$ cat config.mk
export PLATFORM = sky130hd
export DESIGN_NAME = commit_top
export DESIGN_NICKNAME = d
export VERILOG_FILES = /design/src/lc3b_commit_pkg.sv /design/src/commit_top.sv /design/src/commit_fsm.sv /design/src/branch_stats.sv /design/src/redirect_unit.sv /design/src/cc_resolve.sv /design/src/rob_queue.sv
export SDC_FILE = /design/constraint.sdc
export NUM_CORES = 1
export LEC_CHECK = 0
export ABC_CLOCK_PERIOD_IN_PS = 5600
export BUFFER_PORTS_ARGS = -buffer_cell sky130_fd_sc_hd__clkbuf_2
export CORE_MARGIN = 2
export CORE_UTILIZATION = 52
export CTS_BUF_LIST = sky130_fd_sc_hd__clkbuf_16
export CTS_CLUSTER_SIZE = 16
export DETAILED_ROUTE_END_ITERATION = 12
export GPL_ROUTABILITY_DRIVEN = 0
export HOLD_SLACK_MARGIN = 0.06
export PLACE_DENSITY = 0.76
export SETUP_SLACK_MARGIN = 0.2
export SLEW_MARGIN = 20
export SYNTH_ARGS = -nofsm -noshare
export SYNTH_HDL_FRONTEND = slang
export SYNTH_SLANG_ARGS = --single-unit
$ cat constraint.sdc
create_clock -name clk -period 5.6 [get_ports clk]
set_input_delay 0.84 -clock clk [delete_from_list [all_inputs] [get_ports clk]]
set_output_delay 0.84 -clock clk [all_outputs]
set_load 0.01 [all_outputs]
$ cat src/lc3b_commit_pkg.sv
`default_nettype none

package lc3b_commit_pkg;

	typedef logic [15:0] lc3b_word;  // data word and pc.
	typedef logic [2:0]  lc3b_reg;   // register index, or nzp mask on a branch.
	typedef logic [2:0]  lc3b_nzp;
	typedef logic [1:0]  lc3b_bht;
	typedef logic [5:0]  btb_index;  // pc[6:1].
	typedef logic [8:0]  btb_tag;    // pc[15:7].
	typedef logic [2:0]  rob_addr;
	typedef logic [3:0]  rob_count;

	typedef enum logic [3:0]
	{
		op_br   = 4'b0000,
		op_add  = 4'b0001,
		op_ldb  = 4'b0010,
		op_stb  = 4'b0011,
		op_jsr  = 4'b0100,
		op_and  = 4'b0101,
		op_ldr  = 4'b0110,
		op_str  = 4'b0111,
		op_rti  = 4'b1000,
		op_not  = 4'b1001,
		op_ldi  = 4'b1010,
		op_sti  = 4'b1011,
		op_jmp  = 4'b1100,
		op_shf  = 4'b1101,
		op_lea  = 4'b1110,
		op_trap = 4'b1111
	} lc3b_opcode;

	typedef enum logic [1:0]
	{
		run,
		store_wait,
		flush_gap
	} commit_state;

	localparam int rob_depth = 8;
	localparam lc3b_word pc_step = 16'd2;

	typedef struct packed
	{
		lc3b_opcode opcode;
		lc3b_reg    dest;     // nzp mask for branches.
		lc3b_word   value;    // result, branch offset, trap vector or store address.
		lc3b_word   pc;       // store data rides here for str/stb.
		logic       predict;
		lc3b_bht    bht;
	} rob_entry;

	typedef struct packed
	{
		logic     valid;
		lc3b_reg  dest;
		lc3b_word value;
	} reg_write;

	typedef struct packed
	{
		logic     valid;
		lc3b_word new_pc;
	} redirect_req;

	typedef struct packed
	{
		logic     we;
		btb_index index;
		btb_tag   tag;
		lc3b_word target;
		logic     valid;
		logic     predict;
	} btb_write;

	typedef struct packed
	{
		logic     valid;
		logic     taken;
		lc3b_bht  bht;
		lc3b_word pc;
	} pred_update;

	typedef struct packed
	{
		logic     write;
		lc3b_word addr;   // from entry value.
		lc3b_word data;   // from entry pc.
	} store_req;

endpackage : lc3b_commit_pkg

`default_nettype wire
$ cat src/commit_top.sv
`timescale 1ns/1ps
`default_nettype none

module commit_top
(
	input  logic                         clk,
	input  logic                         rst_n,
	input  logic                         push,
	input  lc3b_commit_pkg::rob_entry    push_entry,
	input  logic                         dmem_resp,
	output lc3b_commit_pkg::rob_count    credit_return,
	output lc3b_commit_pkg::reg_write    reg_wr,
	output lc3b_commit_pkg::store_req    store,
	output logic                         flush,
	output lc3b_commit_pkg::redirect_req redirect,
	output lc3b_commit_pkg::btb_write    btb_wr,
	output lc3b_commit_pkg::pred_update  pred_upd,
	output lc3b_commit_pkg::lc3b_word    branch_total,
	output lc3b_commit_pkg::lc3b_word    mispredict_total
);
	import lc3b_commit_pkg::*;

	logic     pop;
	logic     head_valid;
	rob_entry head;
	logic     ld_cc;
	logic     branch_taken;
	logic     resolve_en;
	logic     mispredict;
	logic     branch_retired;
	logic     mispredict_retired;

	rob_queue i_rob_queue
	(
		.clk           (clk),
		.rst_n         (rst_n),
		.push          (push),
		.push_entry    (push_entry),
		.pop           (pop),
		.flush         (flush),
		.head_valid    (head_valid),
		.head          (head),
		.credit_return (credit_return)
	);

	// the branch mask sits in the dest field.
	cc_resolve i_cc_resolve
	(
		.clk          (clk),
		.rst_n        (rst_n),
		.ld_cc        (ld_cc),
		.value        (head.value),
		.nzp_mask     (head.dest),
		.branch_taken (branch_taken)
	);

	redirect_unit i_redirect_unit
	(
		.resolve_en   (resolve_en),
		.head         (head),
		.branch_taken (branch_taken),
		.mispredict   (mispredict),
		.redirect     (redirect),
		.btb_wr       (btb_wr),
		.pred_upd     (pred_upd)
	);

	branch_stats i_branch_stats
	(
		.clk                (clk),
		.rst_n              (rst_n),
		.branch_retired     (branch_retired),
		.mispredict_retired (mispredict_retired),
		.branch_total       (branch_total),
		.mispredict_total   (mispredict_total)
	);

	commit_fsm i_commit_fsm
	(
		.clk                (clk),
		.rst_n              (rst_n),
		.head_valid         (head_valid),
		.head               (head),
		.mispredict         (mispredict),
		.dmem_resp          (dmem_resp),
		.pop                (pop),
		.flush              (flush),
		.ld_cc              (ld_cc),
		.resolve_en         (resolve_en),
		.branch_retired     (branch_retired),
		.mispredict_retired (mispredict_retired),
		.reg_wr             (reg_wr),
		.store              (store)
	);

endmodule : commit_top

`default_nettype wire

$ cat src/commit_fsm.sv
`timescale 1ns/1ps
`default_nettype none

module commit_fsm
(
	input  logic                      clk,
	input  logic                      rst_n,
	input  logic                      head_valid,
	input  lc3b_commit_pkg::rob_entry head,
	input  logic                      mispredict,
	input  logic                      dmem_resp,
	output logic                      pop,
	output logic                      flush,
	output logic                      ld_cc,
	output logic                      resolve_en,
	output logic                      branch_retired,
	output logic                      mispredict_retired,
	output lc3b_commit_pkg::reg_write reg_wr,
	output lc3b_commit_pkg::store_req store
);
	import lc3b_commit_pkg::*;

	commit_state state;
	commit_state next_state;

	always_ff @(posedge clk)
	begin
		if (!rst_n)
			state <= run;
		else
			state <= next_state;
	end

	always_comb
	begin
		next_state = state;
		pop = 1'b0;
		flush = 1'b0;
		ld_cc = 1'b0;
		resolve_en = 1'b0;
		branch_retired = 1'b0;
		mispredict_retired = 1'b0;
		reg_wr.valid = 1'b0;
		reg_wr.dest = head.dest;
		reg_wr.value = head.value;
		store.write = 1'b0;
		store.addr = head.value;
		store.data = head.pc;

		case (state)
			run:
			begin
				if (head_valid)
				begin
					case (head.opcode)
						op_add, op_and, op_not, op_shf, op_lea, op_ldr, op_ldb, op_rti:
						begin
							reg_wr.valid = 1'b1;
							ld_cc = 1'b1;
							pop = 1'b1;
						end
						op_br:
						begin
							resolve_en = 1'b1;
							branch_retired = 1'b1;
							pop = 1'b1;
							if (mispredict)
							begin
								flush = 1'b1;
								mispredict_retired = 1'b1;
								next_state = flush_gap;
							end
						end
						op_trap:
						begin
							reg_wr.valid = 1'b1; // value doubles as the trap target.
							resolve_en = 1'b1;
							flush = 1'b1;
							pop = 1'b1;
							next_state = flush_gap;
						end
						op_str, op_stb:
						begin
							store.write = 1'b1;
							if (dmem_resp)
								pop = 1'b1; // zero-latency response.
							else
								next_state = store_wait;
						end
						default: pop = 1'b1; // retires with no effect.
					endcase
				end
			end
			store_wait:
			begin
				store.write = 1'b1; // held until memory answers.
				if (dmem_resp)
				begin
					pop = 1'b1;
					next_state = run;
				end
			end
			flush_gap: next_state = run; // queue is empty, let fetch restart.
			default: next_state = run;
		endcase
	end

	// while a store waits, its entry stays at the head and nothing flushes it.
	a_no_flush_in_store: assert property (@(posedge clk) disable iff (!rst_n)
		(state == store_wait) |-> (!flush && head_valid &&
			((head.opcode == op_str) || (head.opcode == op_stb))));

endmodule : commit_fsm

`default_nettype wire

$ cat src/branch_stats.sv
`timescale 1ns/1ps
`default_nettype none

module branch_stats
(
	input  logic                     clk,
	input  logic                     rst_n,
	input  logic                     branch_retired,
	input  logic                     mispredict_retired,
	output lc3b_commit_pkg::lc3b_word branch_total,
	output lc3b_commit_pkg::lc3b_word mispredict_total
);
	import lc3b_commit_pkg::*;

	always_ff @(posedge clk)
	begin
		if (!rst_n)
		begin
			branch_total <= '0;
			mispredict_total <= '0;
		end
		else
		begin
			if (branch_retired && (branch_total != '1))
				branch_total <= branch_total + lc3b_word'(1); // saturates at all ones.
			if (mispredict_retired && (mispredict_total != '1))
				mispredict_total <= mispredict_total + lc3b_word'(1);
		end
	end

	// a misprediction is only ever counted together with its branch.
	a_mispredict_bound: assert property (@(posedge clk) disable iff (!rst_n)
		mispredict_total <= branch_total);

endmodule : branch_stats

`default_nettype wire

$ cat src/redirect_unit.sv
`timescale 1ns/1ps
`default_nettype none

module redirect_unit
(
	input  logic                         resolve_en,
	input  lc3b_commit_pkg::rob_entry    head,
	input  logic                         branch_taken,
	output logic                         mispredict,
	output lc3b_commit_pkg::redirect_req redirect,
	output lc3b_commit_pkg::btb_write    btb_wr,
	output lc3b_commit_pkg::pred_update  pred_upd
);
	import lc3b_commit_pkg::*;

	logic     is_br;
	logic     is_trap;
	lc3b_word fall_pc;
	lc3b_word next_pc;

	assign is_br = (head.opcode == op_br);
	assign is_trap = (head.opcode == op_trap);

	assign fall_pc = head.pc + pc_step;
	assign next_pc = branch_taken ? (fall_pc + head.value) : fall_pc; // actual outcome.

	assign mispredict = resolve_en && is_br && (branch_taken != head.predict);

	// traps always leave, branches only when the guess was wrong.
	assign redirect.valid = resolve_en && (is_trap || mispredict);
	assign redirect.new_pc = is_trap ? head.value : next_pc;

	// the btb learns from every branch.
	assign btb_wr.we = resolve_en && is_br;
	assign btb_wr.index = head.pc[6:1];
	assign btb_wr.tag = head.pc[15:7];
	assign btb_wr.target = next_pc;
	assign btb_wr.valid = btb_wr.we;
	assign btb_wr.predict = branch_taken;

	assign pred_upd.valid = resolve_en && is_br;
	assign pred_upd.taken = branch_taken;
	assign pred_upd.bht = head.bht;   // history seen at predict time.
	assign pred_upd.pc = head.pc;

endmodule : redirect_unit

`default_nettype wire

$ cat src/cc_resolve.sv
`timescale 1ns/1ps
`default_nettype none

module cc_resolve
(
	input  logic                     clk,
	input  logic                     rst_n,
	input  logic                     ld_cc,
	input  lc3b_commit_pkg::lc3b_word value,
	input  lc3b_commit_pkg::lc3b_reg  nzp_mask,
	output logic                     branch_taken
);
	import lc3b_commit_pkg::*;

	lc3b_nzp gen_cc;
	lc3b_nzp cc;

	// sign class of the retiring value, one flag per code.
	assign gen_cc[2] = value[15];
	assign gen_cc[1] = (value == '0);
	assign gen_cc[0] = !value[15] && (value != '0);

	always_ff @(posedge clk)
	begin
		if (!rst_n)
			cc <= '0;
		else if (ld_cc)
			cc <= gen_cc;
	end

	assign branch_taken = |(nzp_mask & cc); // any requested code set.

	a_cc_onehot: assert property (@(posedge clk) disable iff (!rst_n)
		(cc != '0) |-> $onehot(cc));

endmodule : cc_resolve

`default_nettype wire

$ cat src/rob_queue.sv
`timescale 1ns/1ps
`default_nettype none

module rob_queue
(
	input  logic                      clk,
	input  logic                      rst_n,
	input  logic                      push,
	input  lc3b_commit_pkg::rob_entry push_entry,
	input  logic                      pop,
	input  logic                      flush,
	output logic                      head_valid,
	output lc3b_commit_pkg::rob_entry head,
	output lc3b_commit_pkg::rob_count credit_return
);
	import lc3b_commit_pkg::*;

	rob_entry slots [rob_depth];
	rob_addr  head_ptr;
	rob_addr  tail_ptr;
	rob_count count;

	assign head_valid = (count != '0);
	assign head = slots[head_ptr];

	// a flush frees every occupied slot, and a push in the flush cycle is dropped.
	assign credit_return = flush ? (count + rob_count'(push)) : rob_count'(pop);

	always_ff @(posedge clk)
	begin
		if (!rst_n)
		begin
			head_ptr <= '0;
			tail_ptr <= '0;
			count <= '0;
		end
		else if (flush)
		begin
			head_ptr <= '0;
			tail_ptr <= '0;
			count <= '0;
		end
		else
		begin
			if (push)
				tail_ptr <= tail_ptr + rob_addr'(1); // wraps at depth 8.
			if (pop)
				head_ptr <= head_ptr + rob_addr'(1);
			count <= count + rob_count'(push) - rob_count'(pop);
		end
	end

	always_ff @(posedge clk)
	begin
		if (push && !flush)
			slots[tail_ptr] <= push_entry;
	end

	// dispatch must respect its credits.
	a_no_push_full: assert property (@(posedge clk) disable iff (!rst_n)
		push |-> (count != rob_count'(rob_depth)));

	// the commit side only retires what is present.
	a_no_pop_empty: assert property (@(posedge clk) disable iff (!rst_n)
		pop |-> head_valid);

endmodule : rob_queue

`default_nettype wire

==> reports/metrics.cfg <==
[status]
outcome=finished clean

[synth]
ys_async_sr_fraction=0
synth_top_family_by_area=multiplexers
synth-compound-area-share=0.0252
synth_cells=1017
avgSynthCellArea_um2=16.4
synth-simple-area-share=0.0573
synth_top_area_share=0.604
synth_edf_count=336
synth_area_leaders=edfxtp_1 (60%), mux4_2 (11%), dfxtp_1 (6.0%), buf_4 (2.6%), mux2i_1 (2.4%)
ys_seq_area_frac=0.664
ys_ff_latch=386
syn_area_um2=16700
synthAdderAreaFrac=0.0207
synth_common_cells=edfxtp_1 (336), mux4_2 (84), nor2_1 (67)
synth_top_area_cell=edfxtp_1
syn-num-nets=1090
yosysWarnings=0
yosysMostFrequentCell=edfxtp_1
synth-xor-area-share=0.0309
synth-main-ff-cell=edfxtp_1
ys_types=53
synthMuxAreaShare=0.158

[detailed_routing]
vias=9882
wl_met2_um=19300
wl_per_cell_um=23.8
wl_met1_um=15900
drtIter0Drc=816
dr.pass1.iters=7
ant_nets=0
routed_wl_um=40200
via_per_inst=5.85
drc=0
highest_layer=met5
met3WireLength_um=3500

[timing]
worst_slew_pin_slew_ps=1010
tns_ps=0
min_period_ps=5400
clock.fmax_ghz=0.185
rsz0062_at_grt=true
post-route-period-util=0.965
drv_slew=0
relSlewSlack=0.323
hold_slack_ps=497
skew_ps=17.5
hold_viol_final=0
finalSetupViolCount=0

[clock_network]
cts_max_level=2
cts_hold_buf=0
cts_buffers=41
tritoncts=done
tritoncts_num_sinks=386
cts-root-buf=clkbuf_16
clk_pin_slew_worst_paths_ps=60
clock_latency_ps=530
cts_buffer_depth=3

[setup_path]
startpoint_type=register
slowest_delay_ps=500
path_delay_family=multiplexers
crit_required_ps=4760
critPathArrivalTime_ps=4560
critPathMaxFanout=8
endpoint_kind=primary output
slowest_stage=mux4_2
worstPathCellList=buf_12 -> buf_16 -> mux4_2 -> mux2_4 -> ha_4 -> fa_2 -> a21oi_2 -> o211ai_1 -> buf_4 -> a211oi_2 -> buf_4 -> o21ai_2 -> a41oi_2 -> xnor2_1 -> mux2_4 -> mux2_2 -> clkbuf_2
critical_path_class=register to primary output
crit_buf_inv=5

[finish]
fin_nets=1328
n_antenna_cell=0
post-route-util=0.643
final_design_area_no_fill_um2=20300
layout-drive-gt1-share=0.419
area_growth_pct=21.7
fill_cells=2149

[pwr]
power_density_nw_per_um2=600
peakVddDrop_mv=0.363
leakagePower_nw=7.25

[floorplanning]
core_um2=31600
io_pins=207
dieArea_um2=33600
rows=65
initial_core_util=0.528
chipWidth_um=183
die_h_um=183

[min_path]
hold_path.class=input port to register

[placed_design]
placed_cell_area_um2=18100
numPortBuffers=206
dpl.hpwl_um=24400

[run]
maxCapViolations=0

[global_routing]
gr-total-overflow=0
grt_antenna_before_repair=2
track_usage=0.233
grt_pass1_wl_um=57700
grt_max_degree=43
grt_pass1_vias=9662

## stage by stage
| step | worst slack (ps) | cells | power, W |
|---|---|---|---|
| 5_1_grt | 76.0 | 1688 | 0.0127 |
| 3_5_place_dp | 341 | 1574 | 0.00836 |
| 6_report | 197 | 1688 | 0.0122 |
| 4_1_cts | 186 | 1664 | 0.0113 |
| 3_3_place_gp | 424 | 1574 | 0.00830 |
| 2_1_floorplan | -377 | 1017 | 0.00694 |
## final timing paths
| check | end | cells past startpoint | slack (ps) | from |
|---|---|---|---|---|
| max | redirect[14] | 17 | 200 | register |
| min reg2reg | i_branch_stats.branch_total[12]$_SDFFE_PN0P_ | 2 | 510 | i_branch_stats.branch_total[12]$_SDFFE_PN0P_ |
| max reg2reg | i_rob_queue.slots[6][32]$_DFFE_PP_ | 13 | 1060 | register |
| min | i_commit_fsm.state[0]$_SDFFE_PN0P_ | 2 | 500 | dmem_resp |
## timing repair
item | in CTS | in global routing
gates cloned | 1 | 1
setup endpoints to repair | 13 | 13
hold endpoints to repair | 0 | 0
pin swaps | 8 | 22
resized for setup | 22 | 81
buffers inserted | 15 | 23
## where the power goes
part / switching, W / total (W) / internal (W)
clock network: 0.00108 / 0.00271 / 0.00163
logic: 0.00334 / 0.00606 / 0.00272
registers: 0.0000890 / 0.00342 / 0.00334
## sequential cells by signal, indices dropped and copies added (netlist names), named ones only
signal                           cells
i_branch_stats.branch_total         16
i_branch_stats.mispredict_total     16
i_cc_resolve.cc                      3
i_commit_fsm.state                   2
i_rob_queue.count                    4
i_rob_queue.head_ptr                 3
i_rob_queue.slots                  336
i_rob_queue.tail_ptr                 3
## layer usage
layer,vias to the layer above,track usage
li1,4345,-
met1,4929,0.316
met2,511,0.382
met3,95,0.0403
met4,2,0.0858
met5,-,0
## logic make-up after synthesis
logic type	Yosys count
flops	386
simple gates	196
mux	155
buf+inv	129
compound gates	65
xor+xnor	59
fa+ha+maj	27
## layout by cell type, fill, tap and decap left out, types with 6 or more instances in the layout
cell type  instances
mux4_2            84
buf_12            10
nor4_1             6
nand3_1           19
a21oi_1           17
mux2i_1           24
buf_4             57
mux2i_4            9
mux2_4             8
nand4_1           14
or3_1              8
ha_1              19
a21oi_2            6
edfxtp_1         336
dfxtp_1           47
clkbuf_2         204
nand2_1           32
nor3_1            11
clkinv_1           9
o21ai_0           11
inv_1             35
clkbuf_16         44
xnor2_1           31
mux2i_2            7
clkinv_2           6
inv_2             11
nor2_1            65
xor2_1            23
mux2_2            23
## cell type report
class,instances,area (µm²),share of cell area
clock inverters,31,292,0.0143
flip-flops and latches,386,11100,0.546
inverters,43,161,0.00794
repair buffers,281,1820,0.0895
well taps,402,503,0.0247
clock buffers,43,1080,0.0529
multi-input cells,502,5390,0.265
Note: power is estimated with default switching activity, not from simulation.
